File: src/verilog/sync_fifo.sv
`timescale 1ns/1ps

module sync_fifo #(
  parameter int data_width      = 64,
  parameter int fifo_addr_width = 6
) (
  input  logic                      clk,
  input  logic                      resetn,
  input  logic                      push,
  input  logic [data_width-1:0]     push_data,
  input  logic                      pop,
  output logic [data_width-1:0]     pop_data,
  output logic                      empty,
  output logic                      full,
  output logic [fifo_addr_width:0]  count
);

  localparam int depth = 1 << fifo_addr_width;

  logic [data_width-1:0]      mem [0:depth-1];
  logic [fifo_addr_width-1:0] wr_ptr;
  logic [fifo_addr_width-1:0] rd_ptr;

  always_ff @(posedge clk)
  begin
    if (push)
      mem[wr_ptr] <= push_data;
  end

  always_ff @(posedge clk)
  begin
    if (!resetn)
    begin
      wr_ptr <= '0;
      rd_ptr <= '0;
      count  <= '0;
    end
    else
    begin
      if (push)
        wr_ptr <= wr_ptr + 1'b1;                    // pointers wrap at depth
      if (pop)
        rd_ptr <= rd_ptr + 1'b1;
      case ({push, pop})
        2'b10:   count <= count + 1'b1;
        2'b01:   count <= count - 1'b1;
        default: count <= count;                    // both or neither
      endcase
    end
  end

  assign pop_data = mem[rd_ptr];                    // head word shows without a pop
  assign empty    = (count == '0);
  assign full     = (count == (fifo_addr_width+1)'(depth));

  a_no_overflow: assert property (@(posedge clk) disable iff (!resetn) !(push && full));
  a_no_underflow: assert property (@(posedge clk) disable iff (!resetn) !(pop && empty));

endmodule

File: config.mk
export PLATFORM = sky130hd
export DESIGN_NAME = sync_fifo
export DESIGN_NICKNAME = d
export VERILOG_FILES = /design/src/verilog/sync_fifo.sv
export SDC_FILE = /design/constraint.sdc
export NUM_CORES = 2
export LEC_CHECK = 0
export ABC_CLOCK_PERIOD_IN_PS = 11750
export BUFFER_PORTS_ARGS = -buffer_cell sky130_fd_sc_hd__buf_2
export CORE_ASPECT_RATIO = 1.2
export CORE_UTILIZATION = 30
export DETAILED_ROUTE_END_ITERATION = 6
export SLEW_MARGIN = 20
export SYNTH_ARGS = -nofsm -noshare
export SYNTH_HDL_FRONTEND = slang
export SYNTH_SLANG_ARGS = --single-unit
File: constraint.sdc
create_clock -name clk -period 11.75 [get_ports clk]
set_clock_uncertainty 0.1 [all_clocks]
set_input_delay 2.35 -clock clk [delete_from_list [all_inputs] [get_ports clk]]
set_output_delay 2.35 -clock clk [all_outputs]
set_load 0.01 [all_outputs]
==> out/qor.txt <==
Pin count of the biggest net entering global routing -> 124
Skew-Pair Late Insertion Delay -> 0.96 ns
Part of the cycle the worst path needs -> 71.6%
Final #Nets -> 7013
Die Ht -> 790 um
Switching pwr -> 0.00654 W
Post-synthesis cell area -> 155000 um^2
Clock Root Buffer -> clkbuf_16
P_int -> 0.0242 W
Most used routing layer -> met2
Post-synthesis sequential area ratio -> 79.5%
Syn avg cell area -> 23.7 um^2
Syn_nets -> 6630
RSZ-0062 raised after global routing -> no
Post-DR vias/cell -> 5.40
First-pass GRT wire length -> 622000 um
Setup violators final -> 0
Share of layout cells above drive strength 1 -> 28.2%
Max frequency -> 119 MHz
Reg clk slew, reported paths -> 0.06 ns
Comb power frac -> 5.2%
Slew HR -> 19.2%
Worst VDD drop -> 0.140 mV
Grt met1 use -> 22.2%
Starting Density -> 30.1%
Leak -> 52.8 nW
Setup Buffers After CTS -> 0
Yosys cell types -> 53
Antenna Violating Nets Remaining -> 0
DRT Pass-1 Iters -> 6
Top_reg_cell synth -> edfxtp_1
Power density over the cells -> 172 nW/um^2
Cells after Synth -> 6557
Worst path required time -> 9.30 ns
Global Route Usage Sum -> 17.0%
Post-route cell area -> 179000 um^2
DR iter-0 viols -> 10600
Grt met3 use -> 2.96%
# DRC -> 0
Syn-to-layout area delta -> 15.0%
CP endpoint kind -> output pin
Reg power frac -> 52.8%
Fillers -> 47200
Antenna violations before repair -> 59
Clock power share -> 41.9%
Die area -> 520000 um^2
Final hold violation count -> 0
Routed WL -> 455000 um
FF+latch count, synth -> 4121
Placement Rows -> 289
Placed inst area -> 165000 um^2
Synth warnings -> 0
Crit-path max FO -> 53
GPL Wtd Cong -> 0.774
Clk sinks -> 4121
Net Sw Frac -> 21.3%
GR Overflow Total -> 0
Ys async rst share -> 0%
Slew @ Worst Pin -> 1.21 ns
Io pins -> 141
Hold Buf Count CTS -> 0
HPWL after DPL -> 239000 um
Number of synthesized flops with an enable pin -> 4096
Total power -> 0.0308 W
Met2 Usage GRT -> 29.1%
Worst Hold Slack -> 0.407 ns
Startpoint types -> register
Final Critical Period -> 8.41 ns
Maxcap violations -> 0
Chip width -> 659 um
CTS tree -> built
Setup_tns -> 0 ns
Port bufs -> 140
Finished Core Util -> 34.6%
Detailed-route via count -> 76400
CP Class -> reg -> out
Worst hold path type -> reg -> reg
Vias in the first global route -> 76200
Outcome -> complete, no violations
Final slew viol count -> 0
Post-CTS sizing -> 0
Routed len/inst -> 32.2 um
CTS buffer count -> 407
Core Region -> 516000 um^2
Arrival time worst endpoint -> 5.96 ns
Register-to-register setup slack -> 7.12 ns
Clock Path Buffers -> 4
H-tree level count -> 5
per-layer routing:
layer	up-vias	part of all wire, %
met5	-	0.016
met4	12	3.2
met3	816	9.2
met2	4290	50
met1	41900	38
li1	29400	-
cells in the final DEF, fill, tap and decap left out, drive strengths merged, types with 5 or more instances in the layout:
cell type,count
nor2b,12
o21ai,11
inv,18
dfxtp,25
clkinv,197
nand3,8
or2,5
or3,8
diode,24
o22a,60
o221ai,122
mux2i,87
xor2,10
nand4,5
nand2,34
clkinvlp,21
a31oi,6
edfxtp,4096
nand2b,24
nor2,147
a22oi,7
nor3,8
mux4,1018
clkbuf,472
o22ai,302
nor4,59
ha,5
bufinv,41
buf,353
a21oi,73
cell families (layout without fill, tap and decap cells):
group	Yosys count	after routing	synth area share [%]
muxes	1107	1107	15.3
AOI/OAI and AO/OA	602	602	2.69
adders and majority gates	5	5	0.0403
buffers and inverters	381	1102	1.29
other	0	24	0
xor gates and xnor gates	13	13	0.0733
DFF	4121	4121	79.5
and+or+nand+nor	328	328	1.03
synth_stat cells (all sizes together), types with 10 or more instances:
library cell	instances	area share [%]
a21oi	73	0.24
o221ai	122	0.69
nor2b	12	0.048
buf	264	1.0
o22ai	302	1.2
xor2	10	0.056
edfxtp	4096	79
o21ai	11	0.035
o22a	60	0.34
clkbuf	115	0.28
nand2	34	0.082
nand2b	24	0.097
dfxtp	25	0.32
mux2i	87	0.56
nor4	59	0.24
mux4	1018	15
nor2	147	0.36
power groups by stage:
stage	sequential, W	combinational [W]	clock [W]
after floorplan	0.0165	0.00104	0
after global placement	0.0166	0.00160	0
after detailed placement	0.0166	0.00163	0
after CTS	0.0163	0.00163	0.0131
after global routing	0.0162	0.00172	0.0136
final	0.0162	0.00161	0.0129
through the flow:
stage	setup WS, ns	cells
floorplan	3.86	6557
global placement	4.30	13400
detailed placement	4.40	13400
CTS	3.36	14100
global route	3.29	14100
finish	3.34	14100
path summary, 6_finish.rpt:
path	from	endpoint	depth (start not counted)
setup / recovery	register	pop_data[52]	9
hold / removal	rd_ptr[5]	register	2
setup reg to reg	wr_ptr[2]	mem[29][43]	5
hold reg to reg	rd_ptr[5]	register	2
flip-flops by register name, indices dropped and copies added (netlist names), named ones only:
| register | cells |
|---|---|
| count | 7 |
| mem | 4096 |
| rd_ptr | 6 |
| wr_ptr | 6 |
layout make-up:
type | count | area (um^2) | share of cell area (%)
Antenna cell | 24 | 60.1 | 0.0336
Clock buffer | 472 | 10500 | 5.90
Clock inverter | 275 | 2590 | 1.45
Inverter | 2 | 7.51 | 0.00420
Multi-Input combinational cell | 2055 | 30400 | 17.0
Sequential cell | 4121 | 124000 | 69.2
Tap cell | 6838 | 8560 | 4.79
Timing Repair Buffer | 353 | 2900 | 1.63
critical path: stages (launching register included):
cell and delay [ns]:
dfxtp_4 0.79, buf_4 0.81, nor2_1 0.20, nand2_4 0.35, buf_4 0.40, buf_4 0.76, o22ai_1 0.22, nor4_1 0.89
o22a_1 0.36, buf_2 0.18
(Power assumes the default switching activity.)
