$ cat config.mk
export PLATFORM = sky130hd
export DESIGN_NAME = perf_monitor
export DESIGN_NICKNAME = d
export VERILOG_FILES = /design/src/verilog/loopback_pkg.sv /design/src/verilog/perf_monitor.sv
export SDC_FILE = /design/constraint.sdc
export NUM_CORES = 1
export LEC_CHECK = 0
export BUFFER_PORTS_ARGS = -buffer_cell sky130_fd_sc_hd__buf_2
export CAP_MARGIN = 0
export CELL_PAD_IN_SITES_DETAIL_PLACEMENT = 1
export CELL_PAD_IN_SITES_GLOBAL_PLACEMENT = 1
export CORE_ASPECT_RATIO = 1.25
export CORE_UTILIZATION = 44
export DETAILED_ROUTE_END_ITERATION = 12
export GPL_ROUTABILITY_DRIVEN = 0
export GPL_TIMING_DRIVEN = 1
export PLACE_DENSITY_LB_ADDON = 0.12
export SLEW_MARGIN = 20
export SYNTH_ARGS = -nofsm -noshare
export SYNTH_HDL_FRONTEND = slang
export SYNTH_SLANG_ARGS = --single-unit
$ cat constraint.sdc
create_clock -name clk -period 4 [get_ports clk]
set_input_delay 1 -clock clk [delete_from_list [all_inputs] [get_ports clk]]
set_output_delay 1 -clock clk [all_outputs]
set_load 0.1 [all_outputs]
$ cat src/verilog/loopback_pkg.sv
package loopback_pkg;

  // ------------------------------------------------------------
  // memory port geometry
  // ------------------------------------------------------------
  localparam int burst_len   = 16;                  // beats per burst
  localparam int data_width  = 64;                  // memory beat width
  localparam int burst_bytes = 128;                 // address step per burst
  localparam int addr_width  = 32;                  // memory and register addresses
  localparam int reg_width   = 32;                  // register data and counters
  localparam int size_width  = 10;                  // burst-count register

  // ------------------------------------------------------------
  // register map
  // ------------------------------------------------------------
  localparam int reg_ctrl         = 0;              // go on write, status on read
  localparam int reg_size         = 1;
  localparam int reg_rd_base      = 2;
  localparam int reg_wr_base      = 3;
  localparam int reg_total_cycles = 4;
  localparam int reg_rd_cycles    = 5;
  localparam int reg_wr_cycles    = 6;
  localparam int reg_r_count      = 7;
  localparam int reg_w_count      = 8;
  localparam int reg_ar_count     = 9;
  localparam int reg_aw_count     = 10;

  localparam int ctrl_go_bit      = 0;              // write side of reg_ctrl
  localparam int status_busy_bit  = 0;              // read side of reg_ctrl
  localparam int status_done_bit  = 1;

endpackage

$ cat src/verilog/perf_monitor.sv
`timescale 1ns/1ps

module perf_monitor import loopback_pkg::*; (
  input  logic                  clk,
  input  logic                  resetn,
  input  logic                  go,
  input  logic                  xfer_done,
  input  logic                  ar_valid,
  input  logic                  ar_ready,
  input  logic                  r_valid,
  input  logic                  r_ready,
  input  logic                  r_last,
  input  logic                  aw_valid,
  input  logic                  aw_ready,
  input  logic                  w_valid,
  input  logic                  w_ready,
  input  logic                  w_last,
  input  logic                  b_valid,
  input  logic                  b_ready,
  output logic [reg_width-1:0]  total_cycles,
  output logic [reg_width-1:0]  rd_cycles,
  output logic [reg_width-1:0]  wr_cycles,
  output logic [reg_width-1:0]  r_count,
  output logic [reg_width-1:0]  w_count,
  output logic [reg_width-1:0]  ar_count,
  output logic [reg_width-1:0]  aw_count
);

  logic       total_active;
  logic       rd_active;
  logic       wr_active;
  logic [3:0] rd_open;                              // read bursts still returning
  logic       wr_open;                              // w_last sent, response pending
  logic       ar_fire;
  logic       r_fire;
  logic       aw_fire;
  logic       w_fire;
  logic       b_fire;

  assign ar_fire = ar_valid && ar_ready;
  assign r_fire  = r_valid && r_ready;
  assign aw_fire = aw_valid && aw_ready;
  assign w_fire  = w_valid && w_ready;
  assign b_fire  = b_valid && b_ready;

  // ------------------------------------------------------------
  // phase flags
  // ------------------------------------------------------------
  always_ff @(posedge clk)
  begin
    if (!resetn)
    begin
      total_active <= 1'b0;
      rd_active    <= 1'b0;
      wr_active    <= 1'b0;
      rd_open      <= '0;
      wr_open      <= 1'b0;
    end
    else if (go)
    begin
      total_active <= 1'b1;
      rd_active    <= 1'b1;
      wr_active    <= 1'b0;
      rd_open      <= '0;
    end
    else
    begin
      if (xfer_done)
      begin
        total_active <= 1'b0;
        wr_active    <= 1'b0;
      end
      else if (aw_fire)
        wr_active <= 1'b1;                          // first aw opens the write phase
      if (ar_fire)
        rd_active <= 1'b1;
      else if (r_fire && r_last && rd_open == 4'd1)
        rd_active <= 1'b0;                          // reads drained
      rd_open <= rd_open + 4'(ar_fire) - 4'(r_fire && r_last);
      if (w_fire && w_last)
        wr_open <= 1'b1;
      else if (b_fire)
        wr_open <= 1'b0;
    end
  end

  // ------------------------------------------------------------
  // counters, cleared by go
  // ------------------------------------------------------------
  always_ff @(posedge clk)
  begin
    if (!resetn || go)
    begin
      total_cycles <= '0;
      rd_cycles    <= '0;
      wr_cycles    <= '0;
      r_count      <= '0;
      w_count      <= '0;
      ar_count     <= '0;
      aw_count     <= '0;
    end
    else
    begin
      if (total_active)
        total_cycles <= total_cycles + 1'b1;
      if (rd_active)
        rd_cycles <= rd_cycles + 1'b1;
      if (wr_active)
        wr_cycles <= wr_cycles + 1'b1;
      if (r_fire)
        r_count <= r_count + 1'b1;
      if (w_fire)
        w_count <= w_count + 1'b1;
      if (ar_fire)
        ar_count <= ar_count + 1'b1;
      if (aw_fire)
        aw_count <= aw_count + 1'b1;
    end
  end

  // a write response only answers a burst whose last beat went out
  a_b_after_wlast: assert property (@(posedge clk) disable iff (!resetn) b_fire |-> wr_open);

endmodule

==> flow_metrics.tcl <==
set metrics [dict create \
    syn_to_final_growth_pct 20.1 \
    mostFrequentLayoutCells "236 x buf_2, 231 x dfxtp_1, 143 x a21oi_1" \
    fill_cells 2902 \
    synth_compound_area_share_pct 15.7 \
    period_needed_ns 2.60 \
    path_max_fanout 10 \
    syn-mean-instance-area_um2 8.59 \
    yosys-mux-area-fraction_pct 0.741 \
    arrival_ns 1.60 \
    outcome "complete, no violations" \
    grt_pass1_wl_um 50400 \
    first_pass_iters 4 \
    crit_chain "buf_2" \
    cts-root-buf "clkbuf_16" \
    wl_per_cell_um 17.3 \
    slew_viol_final 0 \
    grt_util_all_layers_pct 23.9 \
    setup_slack_ns 1.40 \
    final_nets 1480 \
    drive_gt1_share_pct 19.8 \
    path_clk_slew_ns 0.06 \
    fmax_mhz 385 \
    cts_resized 0 \
    coreArea_mm2 0.0239 \
    grt-ovfl-total 0 \
    timing.hold.ws_ns 0.475 \
    die_w_um 142 \
    antenna_found_initial 3 \
    cellLeakagePower_uw 0.00466 \
    synth-seq-cells 231 \
    synth_xor_area_share_pct 6.08 \
    cts_htree_levels 1 \
    tritoncts "done" \
    cap_violations 0 \
    cp_top_family "flip-flops" \
    setup_viol 0 \
    comb_power_share_pct 2.5 \
    initial_utilization_pct 45.3 \
    netSwitchingFraction_pct 22.2 \
    crit_path_end_kind "primary output" \
    switching_power_uw 1060 \
    crit_buf_inv 1 \
    synthCells 1259 \
    pre_cts_ws_ns 0.972 \
    synth.area.top_cells "dfxtp_1 43%, or4_1 6.7%, a21oi_1 6.6%" \
    grt_pass1_vias 10163 \
    yosysSeqAreaShare_pct 42.8 \
    num_vias 10590 \
    yosys.area_share.simple_pct 29.1 \
    dpl.hpwl_um 21100 \
    hold_buffers 0 \
    hold_path.class "reg2reg" \
    synth_nets 1288 \
    numCtsBuffers 26 \
    io_buffers 236 \
    slowest_delay_ns 0.57 \
    slowest_stage "dfxtp_1" \
    tns_ns 0 \
    finalHoldViolCount 0 \
    crit_type "reg2out" \
    die_h_um 177 \
    start_kind "flop" \
    yosysWarnings 0 \
    drc_errors 0 \
    clock_power_share_pct 49.2 \
    finalInstanceArea_mm2 0.0130 \
    layout_commonest_cell "buf_2" \
    insertion_delay_ns 0.52 \
    drtIter0Drc 401 \
    dieArea_mm2 0.0252 \
    rsz0062_at_grt "no" \
    synth.distinct_cells 44 \
    io_pins 240 \
    viasPerCell 5.89 \
    worstMarginPinSlew_ns 0.866 \
    grt_max_degree 125 \
    multiInputGateArea_mm2 0.00576 \
    power.total_uw 4790 \
    post-cts-setup-buffer-count 0 \
    finalClockSkew_ns 0.0139 \
    peakVddDrop_uv 263 \
    power_density_mw_per_mm2 369 \
    syn_area_mm2 0.0108 \
    internal_power_uw 3730 \
    max-slew-margin-rel_pct 42.0 \
    regArea_mm2 0.00462 \
    synth_fa_ha_area_share_pct 1.57 \
    clockBufferDepth 3 \
    rows 63 \
    placed_area_mm2 0.0121 \
    cp.required_ns 3.00 \
    cts_sinks 231 \
    synth.top_cell.area_share_pct 42.8 \
    wirelength_um 31100 \
    synth_top_family_by_area "simple AND/OR/NAND/NOR gates" \
    ant_nets 0 \
    post-synth-top-area-cell "dfxtp_1" \
    timing.final.crit_share_pct 64.9 \
    pwr-share-seq_pct 48.3 \
]
==> stage by stage <==
step	utilization [%]	std cells
after floorplan	-	1259
after global placement	50.8	1748
after detailed placement	50.8	1748
after CTS	54.4	1796
after global routing	54.4	1796
final	54.4	1797
==> routing by layer <==
metal,vias to the layer above,part of all wire [%],GRT usage [%]
met5,-,0.11,0
met4,4,2.2,6.77
met3,47,4.8,4.71
met2,208,50,42.3
met1,5213,43,29.2
li1,5118,-,-
==> flip-flops by register name (all words and copies together) (netlist names) <==
name and cells:
ar_count 32, aw_count 32, r_count 32, rd_cycles 32
total_cycles 32, w_count 32, wr_cycles 32, rd_open 4
rd_active 1, total_active 1, wr_active 1
==> cell usage after synthesis, drive strengths merged <==
master,n
or3,48
dfxtp,231
nor4,9
and4,40
o31a,1
o21a,4
a21o,1
nor3,12
nand4,65
a21oi,143
o311ai,1
and2,7
or4,99
ha,12
nand2,80
xnor2,29
or4b,4
and3,16
inv,34
o41ai,1
mux2i,8
a41o,1
nor4b,1
buf,13
a21boi,1
nor2b,2
fa,1
nor2,79
nand2b,7
o31ai,89
o21ai,47
xor2,46
nand3,66
clkbuf,61
==> kinds of logic (layout without fill, tap and decap cells) <==
family / count (synthesis) / after routing
AO/OA/AOI/OAI: 289 / 289
XOR/XNOR: 75 / 75
adder cells (fa/ha/maj): 13 / 13
buffers and inverters: 108 / 320
flip-flops: 231 / 231
multiplexers: 8 / 8
other: 0 / 1
AND/OR/NAND/NOR: 535 / 535
==> power groups by stage <==
stage          clock, µW  combinational [µW]  sequential, µW
3_3_place_gp           0                 116            2370
6_report            2360                 118            2320
3_5_place_dp           0                 118            2370
2_1_floorplan          0                59.8            2390
5_1_grt             2520                 129            2320
4_1_cts             2420                 120            2320
==> path summary, 6_finish.rpt <==
path | start | to | slack [ns] | depth (start not counted)
hold reg to reg | wr_cycles[31] | wr_cycles[31] | 0.47 | 2
setup reg to reg | r_count[0] | r_count[28] | 1.52 | 5
hold / removal | wr_cycles[31] | wr_cycles[31] | 0.47 | 2
setup / recovery | aw_count[2] | aw_count[2] | 1.40 | 1
==> area by class of cell <==
| class | count | area share [%] |
|---|---|---|
| sequential | 231 | 35.6 |
| clock buffer | 40 | 5.96 |
| tap | 325 | 3.13 |
| inverter | 34 | 0.983 |
| timing repair buffer | 238 | 9.40 |
| clock inverter | 8 | 0.520 |
| multi-input combinational | 920 | 44.4 |
| antenna | 1 | 0.0193 |
(Power assumes the default switching activity.)
