### src/verilog/loopback_pkg.sv
package loopback_pkg;

  // ------------------------------------------------------------
  // memory port geometry
  // ------------------------------------------------------------
  localparam int burst_len   = 16;                  // beats per burst
  localparam int data_width  = 64;                  // memory beat width
  localparam int burst_bytes = 128;                 // address step per burst
  localparam int addr_width  = 32;                  // memory and register addresses
  localparam int reg_width   = 32;                  // register data and counters
  localparam int size_width  = 10;                  // burst-count register

  // ------------------------------------------------------------
  // register map
  // ------------------------------------------------------------
  localparam int reg_ctrl         = 0;              // go on write, status on read
  localparam int reg_size         = 1;
  localparam int reg_rd_base      = 2;
  localparam int reg_wr_base      = 3;
  localparam int reg_total_cycles = 4;
  localparam int reg_rd_cycles    = 5;
  localparam int reg_wr_cycles    = 6;
  localparam int reg_r_count      = 7;
  localparam int reg_w_count      = 8;
  localparam int reg_ar_count     = 9;
  localparam int reg_aw_count     = 10;

  localparam int ctrl_go_bit      = 0;              // write side of reg_ctrl
  localparam int status_busy_bit  = 0;              // read side of reg_ctrl
  localparam int status_done_bit  = 1;

endpackage

### src/verilog/burst_writer.sv
`timescale 1ns/1ps

module burst_writer import loopback_pkg::*; #(
  parameter int fifo_addr_width = 6
) (
  input  logic                      clk,
  input  logic                      resetn,
  input  logic                      go,
  input  logic [addr_width-1:0]     wr_base,
  input  logic [size_width-1:0]     size,
  input  logic [fifo_addr_width:0]  count,
  input  logic [data_width-1:0]     pop_data,
  input  logic                      aw_ready,
  input  logic                      w_ready,
  input  logic                      b_valid,
  output logic                      pop,
  output logic [addr_width-1:0]     aw_addr,
  output logic                      aw_valid,
  output logic [data_width-1:0]     w_data,
  output logic                      w_last,
  output logic                      w_valid,
  output logic                      b_ready,
  output logic                      xfer_done
);

  localparam logic [1:0] s_idle = 2'd0;
  localparam logic [1:0] s_addr = 2'd1;
  localparam logic [1:0] s_data = 2'd2;
  localparam logic [1:0] s_resp = 2'd3;
  localparam int beat_width = $clog2(burst_len);

  logic [1:0]            state;
  logic [size_width-1:0] bursts_left;
  logic [beat_width-1:0] beat_cnt;
  logic                  aw_fire;
  logic                  w_fire;
  logic                  b_fire;

  assign aw_valid = (state == s_addr);
  assign w_valid  = (state == s_data);              // a whole burst is buffered here
  assign b_ready  = (state == s_resp);
  assign aw_fire  = aw_valid && aw_ready;
  assign w_fire   = w_valid && w_ready;
  assign b_fire   = b_valid && b_ready;

  assign w_data    = pop_data;
  assign w_last    = w_valid && (beat_cnt == beat_width'(burst_len - 1));
  assign pop       = w_fire;
  assign xfer_done = b_fire && (bursts_left == size_width'(1));

  // ------------------------------------------------------------
  // burst FSM
  // ------------------------------------------------------------
  always_ff @(posedge clk)
  begin
    if (!resetn)
    begin
      state       <= s_idle;
      bursts_left <= '0;
      beat_cnt    <= '0;
    end
    else
    begin
      if (go)
        bursts_left <= size;
      case (state)
        s_idle:
          if (bursts_left != '0 && count >= burst_len)
            state <= s_addr;
        s_addr:
          if (aw_fire)
          begin
            state    <= s_data;
            beat_cnt <= '0;
          end
        s_data:
          if (w_fire)
          begin
            beat_cnt <= beat_cnt + 1'b1;
            if (w_last)
              state <= s_resp;
          end
        default:
          if (b_fire)
          begin
            state       <= s_idle;
            bursts_left <= bursts_left - 1'b1;
          end
      endcase
    end
  end

  always_ff @(posedge clk)
  begin
    if (go)
      aw_addr <= wr_base;
    else if (b_fire)
      aw_addr <= aw_addr + addr_width'(burst_bytes);  // next burst slot
  end

  // every offered beat is a word already in the buffer
  a_w_from_buffer: assert property (@(posedge clk) disable iff (!resetn)
    w_valid |-> count != '0);

endmodule

### config.mk
export PLATFORM = sky130hd
export DESIGN_NAME = burst_writer
export DESIGN_NICKNAME = d
export VERILOG_FILES = /design/src/verilog/loopback_pkg.sv /design/src/verilog/burst_writer.sv
export SDC_FILE = /design/constraint.sdc
export NUM_CORES = 1
export LEC_CHECK = 0
export BUFFER_PORTS_ARGS = -buffer_cell sky130_fd_sc_hd__buf_2
export CORE_UTILIZATION = 40
export CTS_BUF_LIST = sky130_fd_sc_hd__clkbuf_16
export DETAILED_ROUTE_END_ITERATION = 12
export PLACE_DENSITY = 0.78
export SLEW_MARGIN = 15
export SYNTH_ARGS = -nofsm -noshare
export SYNTH_HDL_FRONTEND = slang
export SYNTH_SLANG_ARGS = --single-unit
export TNS_END_PERCENT = 1
### constraint.sdc
create_clock -name clk -period 4.1 [get_ports clk]
set_clock_uncertainty 0.2 [all_clocks]
set_input_delay 0 -clock clk [delete_from_list [all_inputs] [get_ports clk]]
set_output_delay 0 -clock clk [all_outputs]
set_load 0.01 [all_outputs]
==> out/qor.yml, run 1 <==
outcome:
  status: "stopped before the end"
  lastStage: "4_1_cts"
  firstError: "[ERROR RSZ-0060] Max buffer count reached."
clock_tree:
  h-tree-depth: 2
  cts.sinks: 48
  cts_resized: 0
  holdBufCountCts: 101
  root_buffer: "clkbuf_16"
  cts_max_path_buffers: 2
  post_cts_buffers: 0
  cts_made_buffers: 5
synthesis:
  syn_avg_cell_area_sq_um: 8.94
  syn_nets: 498
  yosysWarnings: 0
  ys_ff_latch: 48
  ys_types: 49
  seq_area_frac_synth: 0.387
  synthCells: 370
  synthesis.area_sq_um: 3310
floorplanning:
  die_y_um: 93.0
  initial_core_util: 0.422
  rows: 32
  fp.dieW_um: 93.0
  io_pins: 221
placed_design:
  dp_hpwl_um: 5630
  gp_congestion: 0.925
  port-buffer-count: 88
==> metrics by stage <==
step	hold slack [ns]	worst slack [ns]	area [sq um]	utilization	instances
after detailed placement	-0.200	1.76	3340	0.426	483
after global placement	-0.200	1.82	3340	0.426	483
after floorplan	-0.108	2.06	3310	-	370
==> cell families after synthesis <==
group,share of synthesized area
adder cells (fa/ha/maj),0.0340
buffers and inverters,0.174
multiplexers,0.00945
XOR/XNOR,0.0318
flip-flops,0.387
AND/OR/NAND/NOR,0.231
AO/OA/AOI/OAI,0.132
==> cells in the mapped netlist, drive strengths merged <==
cell | number | area, sq um
mux2i | 2 | 20.0
a221oi | 1 | 8.76
or3 | 5 | 36.3
o211ai | 3 | 22.5
nor2b | 4 | 25.0
nor4 | 5 | 46.3
a32oi | 2 | 17.5
nor2 | 20 | 75.1
nor4b | 2 | 17.5
a211oi | 1 | 7.51
or2 | 2 | 12.5
nand2b | 1 | 6.26
or4 | 9 | 67.6
ha | 9 | 113
and4 | 2 | 20.0
buf | 68 | 505
clkbuf | 10 | 37.5
xor2 | 7 | 61.3
nor3 | 5 | 25.0
nand3 | 19 | 108
edfxtp | 32 | 961
nand4b | 1 | 8.76
dfxtp | 16 | 320
a21oi | 10 | 50.1
nor3b | 2 | 20.0
xnor2 | 5 | 43.8
and2 | 9 | 56.3
mux2 | 1 | 11.3
inv | 9 | 33.8
a21o | 1 | 7.51
o211a | 1 | 10.0
nand2 | 40 | 153
o21ai | 26 | 130
a22oi | 2 | 15.0
and3 | 5 | 31.3
nand4 | 9 | 56.3
o31a | 2 | 17.5
a31oi | 13 | 81.3
o31ai | 7 | 52.6
o311ai | 2 | 17.5
==> run 2, diff against run 1 <==
--- a/config.mk
+++ b/config.mk
@@ -6,10 +6,9 @@
 export NUM_CORES = 1
 export LEC_CHECK = 0
 export BUFFER_PORTS_ARGS = -buffer_cell sky130_fd_sc_hd__buf_2
-export CORE_UTILIZATION = 40
-export CTS_BUF_LIST = sky130_fd_sc_hd__clkbuf_16
+export CORE_UTILIZATION = 25
 export DETAILED_ROUTE_END_ITERATION = 12
-export PLACE_DENSITY = 0.78
+export PLACE_DENSITY_LB_ADDON = 0.15
 export SLEW_MARGIN = 15
 export SYNTH_ARGS = -nofsm -noshare
 export SYNTH_HDL_FRONTEND = slang
==> run 2 against run 1 <==
The flow now finishes without violations. Synthesized cell count unchanged. Synthesized area unchanged.
==> out/qor.yml, run 2 <==
synthesis:
  yosysWarnings: 0  # unchanged
  synthesis.area_sq_um: 3310  # unchanged
  ys_top_cells_by_area: "edfxtp_1 (29%), buf_4 (15%), dfxtp_1 (9.7%), nand2_1 (4.4%), o21ai_0 (3.9%)"
  synth_top_area_cell: "edfxtp_1"
  seq_area_frac_synth: 0.387  # unchanged
  synth_commonest_cells: "buf_4 (64), nand2_1 (39), edfxtp_1 (32)"
  ys_ff_latch: 48  # unchanged
  synth_edf_count: 32  # unchanged
  yosysMostFrequentCell: "buf_4"
  yosysTopAreaCellShare: 0.290  # unchanged
  synth_ff_type: "edfxtp_1"
  async_reset_ff_frac: 0  # unchanged
  syn_avg_cell_area_sq_um: 8.94  # unchanged
  syn_nets: 498  # unchanged
  synthCells: 370  # unchanged
  ys_types: 49  # unchanged
route:
  vias_per_cell: 4.61
  routed_wl_um: 9020
  first_iter_violations: 108
  drt_first_pass_iters: 4
  vias: 3101
  wl_per_cell_um: 13.4
  ant_nets: 0
  drc: 0
power_and_ir_drop:
  power_density_nw_per_um2: 315
  cellLeakagePower_nw: 1.82
  ir_drop_uv: 128
clock_tree:
  cts_made_buffers: 5  # unchanged
  cts_resized: 0  # unchanged
  cts_max_path_buffers: 2  # unchanged
  cts_tree: "done"
  h-tree-depth: 2  # unchanged
  root_buffer: "clkbuf_16"
  cts.sinks: 48  # unchanged
  clk_latency_ns: 0.30
  clk_pin_slew_ns: 0.07
critical_path:
  crit_family: "buffers and inverters"
  cp_num_buf_inv: 2
  start_kind: "flip-flop"
  cp_slowest_cell: "dlygate4sd3_1"
  crit_path_end_kind: "flip-flop"
  worst_ep_required_time_ns: 4.08
  cp_cell_sequence: "inv_1 -> ha_1 -> nor2b_1 -> or2_2 -> a32oi_1 -> a21oi_1 -> dlygate4sd3_1"
  cp_max_fo: 11
  worstSetupPathType: "flip-flop to flip-flop"
  arrival_ns: 2.48
  slowest_delay_ns: 0.57
sta:
  min_period_over_period: 0.608
  tightest_slew_ns: 0.708
  slew_violations: 0
  max_freq_mhz: 401
  relSlewSlack: 0.528
  fin_tns_setup_ns: 0
  finalSetupViolations: 0
  setup_slack_ns: 1.61
  hold_viol_final: 0
  fin_crit_ns: 2.49
  rsz0062_at_grt: "false"
grt:
  grt_pass1_vias: 2925
  globalRouteOverflowTotal: 0
  antenna_found_initial: 0
  grt_pass1_wl_um: 13800
  grt_usage: 0.130
  grt_max_degree: 53
floorplanning:
  die_y_um: 117  # +26%
  core_area_sq_um: 12800
  dieArea_sq_um: 13700
  initial_core_util: 0.259  # -0.163
  io_pins: 221  # unchanged
  rows: 41  # +28%
  fp.dieW_um: 117  # +26%
finish:
  num_antenna_cells: 0
  fill_cells: 1300
  layout_commonest_cell: "dlygate4sd3_1"
  syn_to_final_growth_pct: 41.6
  reg.largest.list: "aw_addr x32, bursts_left x10, beat_cnt x4"
  drive_above_1_share: 0.210
  layout_common_cells: "dlygate4sd3_1 (110), buf_2 (88), nand2_1 (39)"
  largest_reg_flops: 32
  nNetsFinal: 627
  max_flop_register: "aw_addr"
placed_design:
  gp_congestion: 0.755  # -18%
  dp_hpwl_um: 5840  # +3.7%
  post-place-ws_ns: 1.89  # +0.128 ns
  port-buffer-count: 88  # unchanged
outcome:
  status: "complete, no violations"
job:
  maxCapViolCount: 0
min_path:
  hold_path_class: "input port to flip-flop"
## run 2: cell counts after synthesis
No cell type changed its count.
## run 2: timing repair
action | in CTS | in global routing
setup buffers | 0 | 0
endpoints found under the hold margin | 110 | 0
hold buffers | 110 | 0
## run 2: worst paths after layout
| check | slack [ns] | cells past startpoint | end | from |
|---|---|---|---|---|
| hold reg to reg | 0.30 | 2 | bursts_left[6]$_SDFF_PN0_ | bursts_left[6]$_SDFF_PN0_ |
| hold / removal | 0.09 | 5 | state[1]$_SDFFE_PN0P_ | b_valid |
| setup reg to reg | 1.61 | 7 | beat_cnt[1]$_SDFFE_PN0P_ | state[0]$_SDFFE_PN0P_ |
| setup / recovery | 1.61 | 7 | beat_cnt[1]$_SDFFE_PN0P_ | state[0]$_SDFFE_PN0P_ |
## run 2: kinds of logic after synthesis
| group | count (synthesis) | share of synthesized area |
|---|---|---|
| XOR/XNOR | 12 | 0.0318 |
| buffers and inverters | 87 | 0.174 |
| multiplexers | 3 | 0.00945 |
| adder cells (fa/ha/maj) | 9 | 0.0340 |
| AO/OA/AOI/OAI | 71 | 0.132 |
| AND/OR/NAND/NOR | 140 | 0.231 |
| flip-flops | 48 | 0.387 |
## run 2: layer usage
metal  share of wire  track usage
met3           0.045       0.0242
met5               0            0
met1            0.44        0.156
met4           0.014       0.0456
met2            0.50        0.232
## run 2: worst register-to-register path, cell delays in order, from the launching register on
cell           delay [ns]
dfxtp_1              0.41
inv_1                0.09
ha_1                 0.34
nor2b_1              0.21
or2_2                0.32
a32oi_1              0.16
a21oi_1              0.09
dlygate4sd3_1        0.57
## run 2: final cells by class
cell class	instances	area, sq um	area share
Timing Repair Buffer	200	1560	0.332
Tap cell	172	215	0.0459
Sequential cell	48	1280	0.274
Clock buffer	7	143	0.0304
Clock inverter	1	3.75	0.000801
Inverter	9	33.8	0.00721
Multi-Input combinational cell	235	1450	0.310
## run 2: report_power, final
group / total (mW) / switching (mW) / internal [mW] / leakage [nW]
clock network: 0.431 / 0.190 / 0.242 / 0.0716
logic: 0.420 / 0.214 / 0.206 / 1.31
registers: 0.624 / 0.0532 / 0.570 / 0.444
total: 1.48 / 0.457 / 1.02 / 1.82
## run 2: through the flow
stage               instances  hold WS [ns]  total power, mW  utilization  instance area, sq um
floorplan                 370        -0.108            0.898            -                  3310
global placement          554        -0.200            0.955        0.269                  3440
detailed placement        554        -0.200            0.956        0.269                  3440
CTS                       672        0.0929             1.51        0.367                  4680
global route              672         0.122             1.57        0.367                  4680
finish                    672        0.0940             1.48        0.367                  4680
No activity file was read; power rests on OpenSTA's default activity.
