## src/verilog/loopback_pkg.sv

```systemverilog
package loopback_pkg;

  // ------------------------------------------------------------
  // memory port geometry
  // ------------------------------------------------------------
  localparam int burst_len   = 16;                  // beats per burst
  localparam int data_width  = 64;                  // memory beat width
  localparam int burst_bytes = 128;                 // address step per burst
  localparam int addr_width  = 32;                  // memory and register addresses
  localparam int reg_width   = 32;                  // register data and counters
  localparam int size_width  = 10;                  // burst-count register

  // ------------------------------------------------------------
  // register map
  // ------------------------------------------------------------
  localparam int reg_ctrl         = 0;              // go on write, status on read
  localparam int reg_size         = 1;
  localparam int reg_rd_base      = 2;
  localparam int reg_wr_base      = 3;
  localparam int reg_total_cycles = 4;
  localparam int reg_rd_cycles    = 5;
  localparam int reg_wr_cycles    = 6;
  localparam int reg_r_count      = 7;
  localparam int reg_w_count      = 8;
  localparam int reg_ar_count     = 9;
  localparam int reg_aw_count     = 10;

  localparam int ctrl_go_bit      = 0;              // write side of reg_ctrl
  localparam int status_busy_bit  = 0;              // read side of reg_ctrl
  localparam int status_done_bit  = 1;

endpackage

```

## src/verilog/ctrl_regs.sv

```systemverilog
`timescale 1ns/1ps

module ctrl_regs import loopback_pkg::*; (
  input  logic                   clk,
  input  logic                   resetn,
  input  logic [addr_width-1:0]  reg_addr,
  input  logic [reg_width-1:0]   reg_wdata,
  input  logic                   reg_wr,
  input  logic                   reg_rd,
  input  logic                   xfer_done,
  input  logic [reg_width-1:0]   total_cycles,
  input  logic [reg_width-1:0]   rd_cycles,
  input  logic [reg_width-1:0]   wr_cycles,
  input  logic [reg_width-1:0]   r_count,
  input  logic [reg_width-1:0]   w_count,
  input  logic [reg_width-1:0]   ar_count,
  input  logic [reg_width-1:0]   aw_count,
  output logic [reg_width-1:0]   reg_rdata,
  output logic                   reg_rvalid,
  output logic                   go,
  output logic [addr_width-1:0]  rd_base,
  output logic [addr_width-1:0]  wr_base,
  output logic [size_width-1:0]  size
);

  logic                 busy;
  logic                 done;                       // sticky until next go
  logic [reg_width-1:0] status_word;

  always_comb
  begin
    status_word                  = '0;
    status_word[status_busy_bit] = busy;
    status_word[status_done_bit] = done;
  end

  // ------------------------------------------------------------
  // write side
  // ------------------------------------------------------------
  always_ff @(posedge clk)
  begin
    if (!resetn)
    begin
      go      <= 1'b0;
      size    <= '0;
      rd_base <= '0;
      wr_base <= '0;
    end
    else
    begin
      go <= reg_wr && (reg_addr == reg_ctrl) && reg_wdata[ctrl_go_bit];
      if (reg_wr)
        case (reg_addr)
          reg_size:    size    <= reg_wdata[size_width-1:0];
          reg_rd_base: rd_base <= reg_wdata;
          reg_wr_base: wr_base <= reg_wdata;
          default:     ;
        endcase
    end
  end

  always_ff @(posedge clk)
  begin
    if (!resetn)
    begin
      busy <= 1'b0;
      done <= 1'b0;
    end
    else if (go)
    begin
      busy <= 1'b1;
      done <= 1'b0;
    end
    else if (xfer_done)
    begin
      busy <= 1'b0;
      done <= 1'b1;
    end
  end

  // ------------------------------------------------------------
  // readback, one cycle after reg_rd
  // ------------------------------------------------------------
  always_ff @(posedge clk)
  begin
    if (!resetn)
      reg_rvalid <= 1'b0;
    else
      reg_rvalid <= reg_rd;
  end

  always_ff @(posedge clk)
  begin
    if (reg_rd)
      case (reg_addr)
        reg_ctrl:         reg_rdata <= status_word;
        reg_size:         reg_rdata <= reg_width'(size);
        reg_rd_base:      reg_rdata <= rd_base;
        reg_wr_base:      reg_rdata <= wr_base;
        reg_total_cycles: reg_rdata <= total_cycles;
        reg_rd_cycles:    reg_rdata <= rd_cycles;
        reg_wr_cycles:    reg_rdata <= wr_cycles;
        reg_r_count:      reg_rdata <= r_count;
        reg_w_count:      reg_rdata <= w_count;
        reg_ar_count:     reg_rdata <= ar_count;
        reg_aw_count:     reg_rdata <= aw_count;
        default:          reg_rdata <= '0;          // unmapped
      endcase
  end

  // busy drops only on the writer's final response
  a_go_idle: assert property (@(posedge clk) disable iff (!resetn) go |-> !busy);

endmodule

```

## config.mk

```make
export PLATFORM = sky130hd
export DESIGN_NAME = ctrl_regs
export DESIGN_NICKNAME = d
export VERILOG_FILES = /design/src/verilog/loopback_pkg.sv /design/src/verilog/ctrl_regs.sv
export SDC_FILE = /design/constraint.sdc
export NUM_CORES = 1
export LEC_CHECK = 0
export BUFFER_PORTS_ARGS = -buffer_cell sky130_fd_sc_hd__buf_4
export CAP_MARGIN = 25
export CORE_AREA = 4 4 156 158
export CTS_CLUSTER_SIZE = 10
export DETAILED_ROUTE_END_ITERATION = 12
export DIE_AREA = 0 0 160 162
export PLACE_DENSITY = 0.54
export SLEW_MARGIN = 20
export SYNTH_ARGS = -nofsm -noshare
export SYNTH_HDL_FRONTEND = slang
export SYNTH_SLANG_ARGS = --single-unit
```

## constraint.sdc

```tcl
create_clock -name clk -period 1.5 [get_ports clk]
set_input_delay 0.075 -clock clk [delete_from_list [all_inputs] [get_ports clk]]
set_output_delay 0.075 -clock clk [all_outputs]
set_load 0.005 [all_outputs]
```

==> results of run 1 <==
[sequential cells by signal, summed over array words and instances, names as in the netlist]
name	flops
reg_rdata	32
done	1
busy	1
reg_rvalid	1
wr_base	32
rd_base	32
size	10
go	1
[routing by layer]
metal / wire (um) / share of wire [%] / GRT usage, %
met1: 12470 / 42 / 28.08
met2: 14710 / 50 / 36.42
met3: 1937 / 6.5 / 5.024
met4: 580 / 2.0 / 5.632
met5: 0 / 0 / 0
[power by group]
group,internal [W],switching [W]
combinational,0.000906,0.000594
clock,0.00121,0.00132
sequential,0.00310,0.0000143
total,0.00521,0.00193
[timing repair]
action | 4_1_cts | 5_1_grt
endpoints found under the hold margin | 46 | 0
buffers inserted | 0 | 0
setup endpoints to repair | 0 | 1
hold buffers | 24 | 0
gates resized for setup | 0 | 1
[cell families after synthesis]
kind of cell | Yosys count | synth area share (%)
mux | 156 | 27.96
simple gates | 219 | 15.85
flops | 110 | 38.77
buf+inv | 56 | 5.731
compound gates | 107 | 11.69
[how the worst max path moves through the flow]
stage                     depth (start not counted)         from  slack (ns)       endpoint
after floorplan                                   5  reg_addr[0]        0.13  reg_rdata[26]
after global placement                            5  reg_addr[2]       -0.21  reg_rdata[21]
after detailed placement                          6  reg_addr[0]       -0.16  reg_rdata[28]
after CTS                                         3   wr_base[1]        0.07   reg_rdata[1]
after global routing                              3   wr_base[1]        0.01   reg_rdata[1]
final                                             3   wr_base[1]        0.06   reg_rdata[1]
[worst max-delay path: cells and delay by family, from the launching register on]
kind            cells  cell delay, ns
compound gates      2            0.28
flops               1            0.34
mux                 1            0.55
[cell type report]
type	count	share of cell area, %
timing repair buffer	484	36.10
multi-input combinational	482	33.98
sequential	110	23.61
tap	290	3.397
clock buffer	9	2.108
clock inverter	7	0.8082
[cells in the mapped netlist (all sizes together)]
library cell	n
nand2	146
mux2i	112
dfxtp	78
buf	34
edfxtp	32
mux2	26
a31oi	25
nor2	24
clkbuf	22
a21oi	20
mux4	18
a222oi	17
and2	16
o21ai	12
a22o	9
a22oi	9
nor4	7
nor3	6
nor2b	5
o22ai	4
o2bb2ai	4
o32ai	4
nand2b	3
a41oi	2
and3	2
and4	2
nand3	2
nand3b	2
nand4	2
nor3b	1
o21a	1
or3b	1
[metrics by stage]
| step | total power, W | setup WS [ns] | cells |
|---|---|---|---|
| 5_1_grt | 0.007430 | 0.01035 | 1382 |
| 2_1_floorplan | 0.003704 | 0.1332 | 648 |
| 3_5_place_dp | 0.004634 | -0.1562 | 1342 |
| 3_3_place_gp | 0.004623 | -0.2140 | 1341 |
| 4_1_cts | 0.007236 | 0.06880 | 1382 |
| 6_report | 0.007143 | 0.06459 | 1382 |
==> impl_metrics.env, run 1 <==
export IMPL_status="finished, final reports clean"
export IMPL_relSlewSlack_pct=45.21
export IMPL_min_period_ns=1.435
export IMPL_antenna_found_initial=0
export IMPL_cp_required_ns=1.61
export IMPL_io_buffers=400
export IMPL_synth_avg_cell_area_sq_um=10.04
export IMPL_critPathKind="reg2reg"
export IMPL_cp_start_kind="flop"
export IMPL_drv_cap=0
export IMPL_r2r_start="wr_base[1]"
export IMPL_fmax_ghz=0.6967
export IMPL_layout_nets=1380
export IMPL_fp_dieW_um=160
export IMPL_powerDensity_mw_per_mm2=668.7
export IMPL_gp_congestion=0.8349
export IMPL_final_cell_mix="buf_4, nand2_1, mux2i_1"
export IMPL_yosysWarnings=0
export IMPL_diodes=0
export IMPL_cp_arrival_ns=1.54
export IMPL_hold_path_startpoint="reg_wdata[2]"
export IMPL_cts_made_buffers=9
export IMPL_htreeDepth=3
export IMPL_fin_tns_setup_ns=0
export IMPL_grt_max_degree=65
export IMPL_syn_area_sq_mm=0.006506
export IMPL_holdPathEnd="rd_base[2]"
export IMPL_die_h_um=162
export IMPL_synthCells=648
export IMPL_vias=6900
export IMPL_post_synth_top_area_fraction_pct=24.00
export IMPL_clockBufferDepth=2
export IMPL_ys_ff_latch=110
export IMPL_grt_overflow_total=0
export IMPL_p_leak_nw=4.864
export IMPL_hp_class="in2reg"
export IMPL_rrSetupSlack_ns=0.06
export IMPL_core_area_sq_mm=0.02312
export IMPL_cp_cell_sequence="mux4_2 > a22oi_2 > a21oi_1"
export IMPL_wl_per_cell_um=21.48
export IMPL_setup_viol=0
export IMPL_place_area_sq_mm=0.01013
export IMPL_fin_skew_ns=0.01165
export IMPL_syn_nets=941
export IMPL_irDropWorstVdd_mv=0.4444
export IMPL_synth_cell_type_count=43
export IMPL_clk_latency_ns=0.36
export IMPL_grt_usage_pct=21.62
export IMPL_io_pins=401
export IMPL_hold_ws_ns=0.01257
export IMPL_drt_pass1_iterations=8
export IMPL_clockRootBuffer="clkbuf_16"
export IMPL_min_path_cells=3
export IMPL_r2r_end="reg_rdata[1]"
export IMPL_crit_fanout=3
export IMPL_finalCritPeriodShare_pct=95.69
export IMPL_drive_above_1_share_pct=49.36
export IMPL_ant_nets=0
export IMPL_start_util_pct=28.14
export IMPL_seq_area_sq_mm=0.002522
export IMPL_totalWireLength_mm=29.69
export IMPL_rsz0062_at_grt="no"
export IMPL_cts_tree="yes"
export IMPL_final_common_cell="buf_4"
export IMPL_clkTransAtPathRegs_ns=0.09
export IMPL_multi_input_area_sq_mm=0.003630
export IMPL_area_growth_pct=64.19
export IMPL_fillCellCount=2244
export IMPL_dp_final_hpwl_mm=23.93
export IMPL_drt_iter0_markers=415
export IMPL_cts_sinks=110
export IMPL_reg2reg_depth=3
export IMPL_rows=56
export IMPL_worst_pin_slew_ns=0.8202
export IMPL_drv_slew=0
export IMPL_slowest_stage="mux4_2"
export IMPL_grt_pass1_wl_mm=43.13
export IMPL_hold_viol=0
export IMPL_cp_end_kind="flop"
export IMPL_synth_top_area_cell="dfxtp_1"
export IMPL_die_area_sq_mm=0.02592
export IMPL_viasPerCell=4.993
export IMPL_ys_seq_area_share_pct=38.77
export IMPL_synthTopCellsByArea="dfxtp_1, mux2i_1, edfxtp_1, nand2_1, mux4_2"
export IMPL_final_core_util_pct=46.20
export IMPL_cp_slowest_stage_delay_ns=0.55
export IMPL_grt_pass1_vias=6957
export IMPL_drc=0
export IMPL_finalInstanceArea_sq_mm=0.01068
Note: power is estimated with default switching activity, not from simulation.
==> run 2, diff against run 1 <==
PLACE_DENSITY = not set   (was 0.54)
PLACE_DENSITY_LB_ADDON = 0.08   (was not set)
==> run 2 against run 1 <==
Via count down 3.2%. Combinational power about the same. Fmax up 1.3%. Critical path type unchanged. Largest cell class unchanged. Register-to-register slack better by 0.02 ns. Power down 0.59%. Sequential share of layout area about the same.
==> impl_metrics.env, run 2 (synthesized netlist as in run 1, its figures left out) <==
export IMPL_min_path_cells=3
export IMPL_status="finished, final reports clean"
export IMPL_cts_made_buffers=9
export IMPL_cts_setup_buffers=0
export IMPL_slowest_stage="mux4_2"
export IMPL_area_growth_pct=63.98
export IMPL_cp_slowest_stage_delay_ns=0.53
export IMPL_clockBufferDepth=2
export IMPL_critPathKind="reg2reg"
export IMPL_clk_latency_ns=0.36
export IMPL_grt_pass1_wl_mm=43.22
export IMPL_powerDensity_mw_per_mm2=665.6
export IMPL_cp_arrival_ns=1.52
export IMPL_vias=6678
export IMPL_antenna_found_initial=0
export IMPL_drv_slew=0
export IMPL_fmax_ghz=0.7056
export IMPL_die_h_um=162
export IMPL_diodes=0
export IMPL_core_area_sq_mm=0.02312
export IMPL_reg_largest_list="rd_base (32), reg_rdata (32), wr_base (32)"
export IMPL_wl_per_cell_um=21.23
export IMPL_cts_sinks=110
export IMPL_drive_above_1_share_pct=49.12
export IMPL_min_period_ns=1.417
export IMPL_hold_path_startpoint="reg_wdata[5]"
export IMPL_grt_max_degree=39
export IMPL_final_core_util_pct=46.14
export IMPL_ant_nets=0
export IMPL_rrSetupSlack_ns=0.08
export IMPL_viasPerCell=4.857
export IMPL_layout_nets=1373
export IMPL_cp_startpoint="rd_base[0]"
export IMPL_p_leak_nw=4.844
export IMPL_grt_overflow_total=0
export IMPL_drt_pass1_iterations=6
export IMPL_crit_fanout=3
export IMPL_final_cell_mix="buf_4, nand2_1, mux2i_1"
export IMPL_start_util_pct=28.14
export IMPL_p_total_w=0.007101
export IMPL_cts_tree="yes"
export IMPL_grt_pass1_vias=6974
export IMPL_reg2reg_depth=3
export IMPL_hp_class="in2reg"
export IMPL_worst_pin_slew_ns=0.4845
export IMPL_clkTransAtPathRegs_ns=0.08
export IMPL_clockRootBuffer="clkbuf_16"
export IMPL_cp_cell_sequence="mux4_2 > a22oi_1 > a21oi_1"
export IMPL_gp_congestion=0.8364
export IMPL_drc=0
export IMPL_hold_viol=0
export IMPL_relSlewSlack_pct=67.70
export IMPL_fp_dieW_um=160
export IMPL_irDropWorstVdd_mv=0.4756
export IMPL_cp_start_kind="flop"
export IMPL_crit_family="multiplexers"
export IMPL_pre_cts_slack_ns=-0.2108
export IMPL_setup_ws_ns=0.08283
export IMPL_r2r_start="rd_base[0]"
export IMPL_cp_required_ns=1.61
export IMPL_dp_final_hpwl_mm=23.53
export IMPL_drt_iter0_markers=439
export IMPL_r2r_end="reg_rdata[0]"
export IMPL_htreeDepth=3
export IMPL_die_area_sq_mm=0.02592
export IMPL_cp_end_kind="flop"
export IMPL_totalWireLength_mm=29.19
export IMPL_io_pins=401
export IMPL_finalCritPeriodShare_pct=94.48
export IMPL_holdPathEnd="rd_base[5]"
export IMPL_fin_skew_ns=0.009772
export IMPL_rsz0062_at_grt="no"
export IMPL_io_buffers=400
export IMPL_worst_path_buf_inv=0
export IMPL_grt_usage_pct=21.69
export IMPL_rows=56
export IMPL_final_common_cell="buf_4"
export IMPL_setup_viol=0
export IMPL_drv_cap=0
run 2: routing by layer:
metal  share of wire [%]  global-route usage (%)  wire [um]
met5                   0                       0          0
met4                 1.4                   4.576        416
met3                 7.3                   5.684       2139
met2                  49                   37.05      14350
met1                  42                   27.79      12280
run 2: stage by stage:
stage               TNS (ns)  cell area [sq um]  hold WS (ns)  cells
global route               0              10670       0.01698   1375
floorplan                  0               6506        0.1875    648
global placement      -1.684              10130        0.3513   1336
detailed placement    -2.722              10130        0.3593   1336
finish                     0              10670       0.01197   1375
CTS                        0              10660     0.0003999   1375
run 2: report_power, final:
| part | total, W | leakage (nW) | internal [W] | switching, W |
|---|---|---|---|---|
| Combinational | 0.00152 | 3.76 | 0.000919 | 0.000600 |
| Sequential | 0.00311 | 0.933 | 0.00310 | 0.0000147 |
| Clock | 0.00247 | 0.149 | 0.00119 | 0.00128 |
| Total | 0.00710 | 4.84 | 0.00520 | 0.00190 |
run 2: how the worst max path moves through the flow:
stage               depth (start not counted)             to  slack (ns)
finish                                      3   reg_rdata[0]        0.08
global route                                3   reg_rdata[0]        0.02
CTS                                         3   reg_rdata[0]        0.09
detailed placement                          6  reg_rdata[27]       -0.21
global placement                            6  reg_rdata[27]       -0.20
floorplan                                   5  reg_rdata[26]        0.13
run 2: layout make-up:
class                      count  area, sq um
multi-input combinational    482         3630
sequential                   110         2522
timing repair buffer         477         3851
fill                        2318        12450
clock inverter                 7        77.57
tap                          290        362.8
clock buffer                   9        225.2
run 2: tightest hold or removal path: stages:
cell and delay [ns]:
buf_4 0.07, nand2_1 0.07, mux2i_1 0.12
run 2: what timing repair did:
item,in CTS,in global routing
resized for setup,0,1
hold buffers,23,0
endpoints found under the setup margin,0,1
endpoints found under the hold margin,43,0
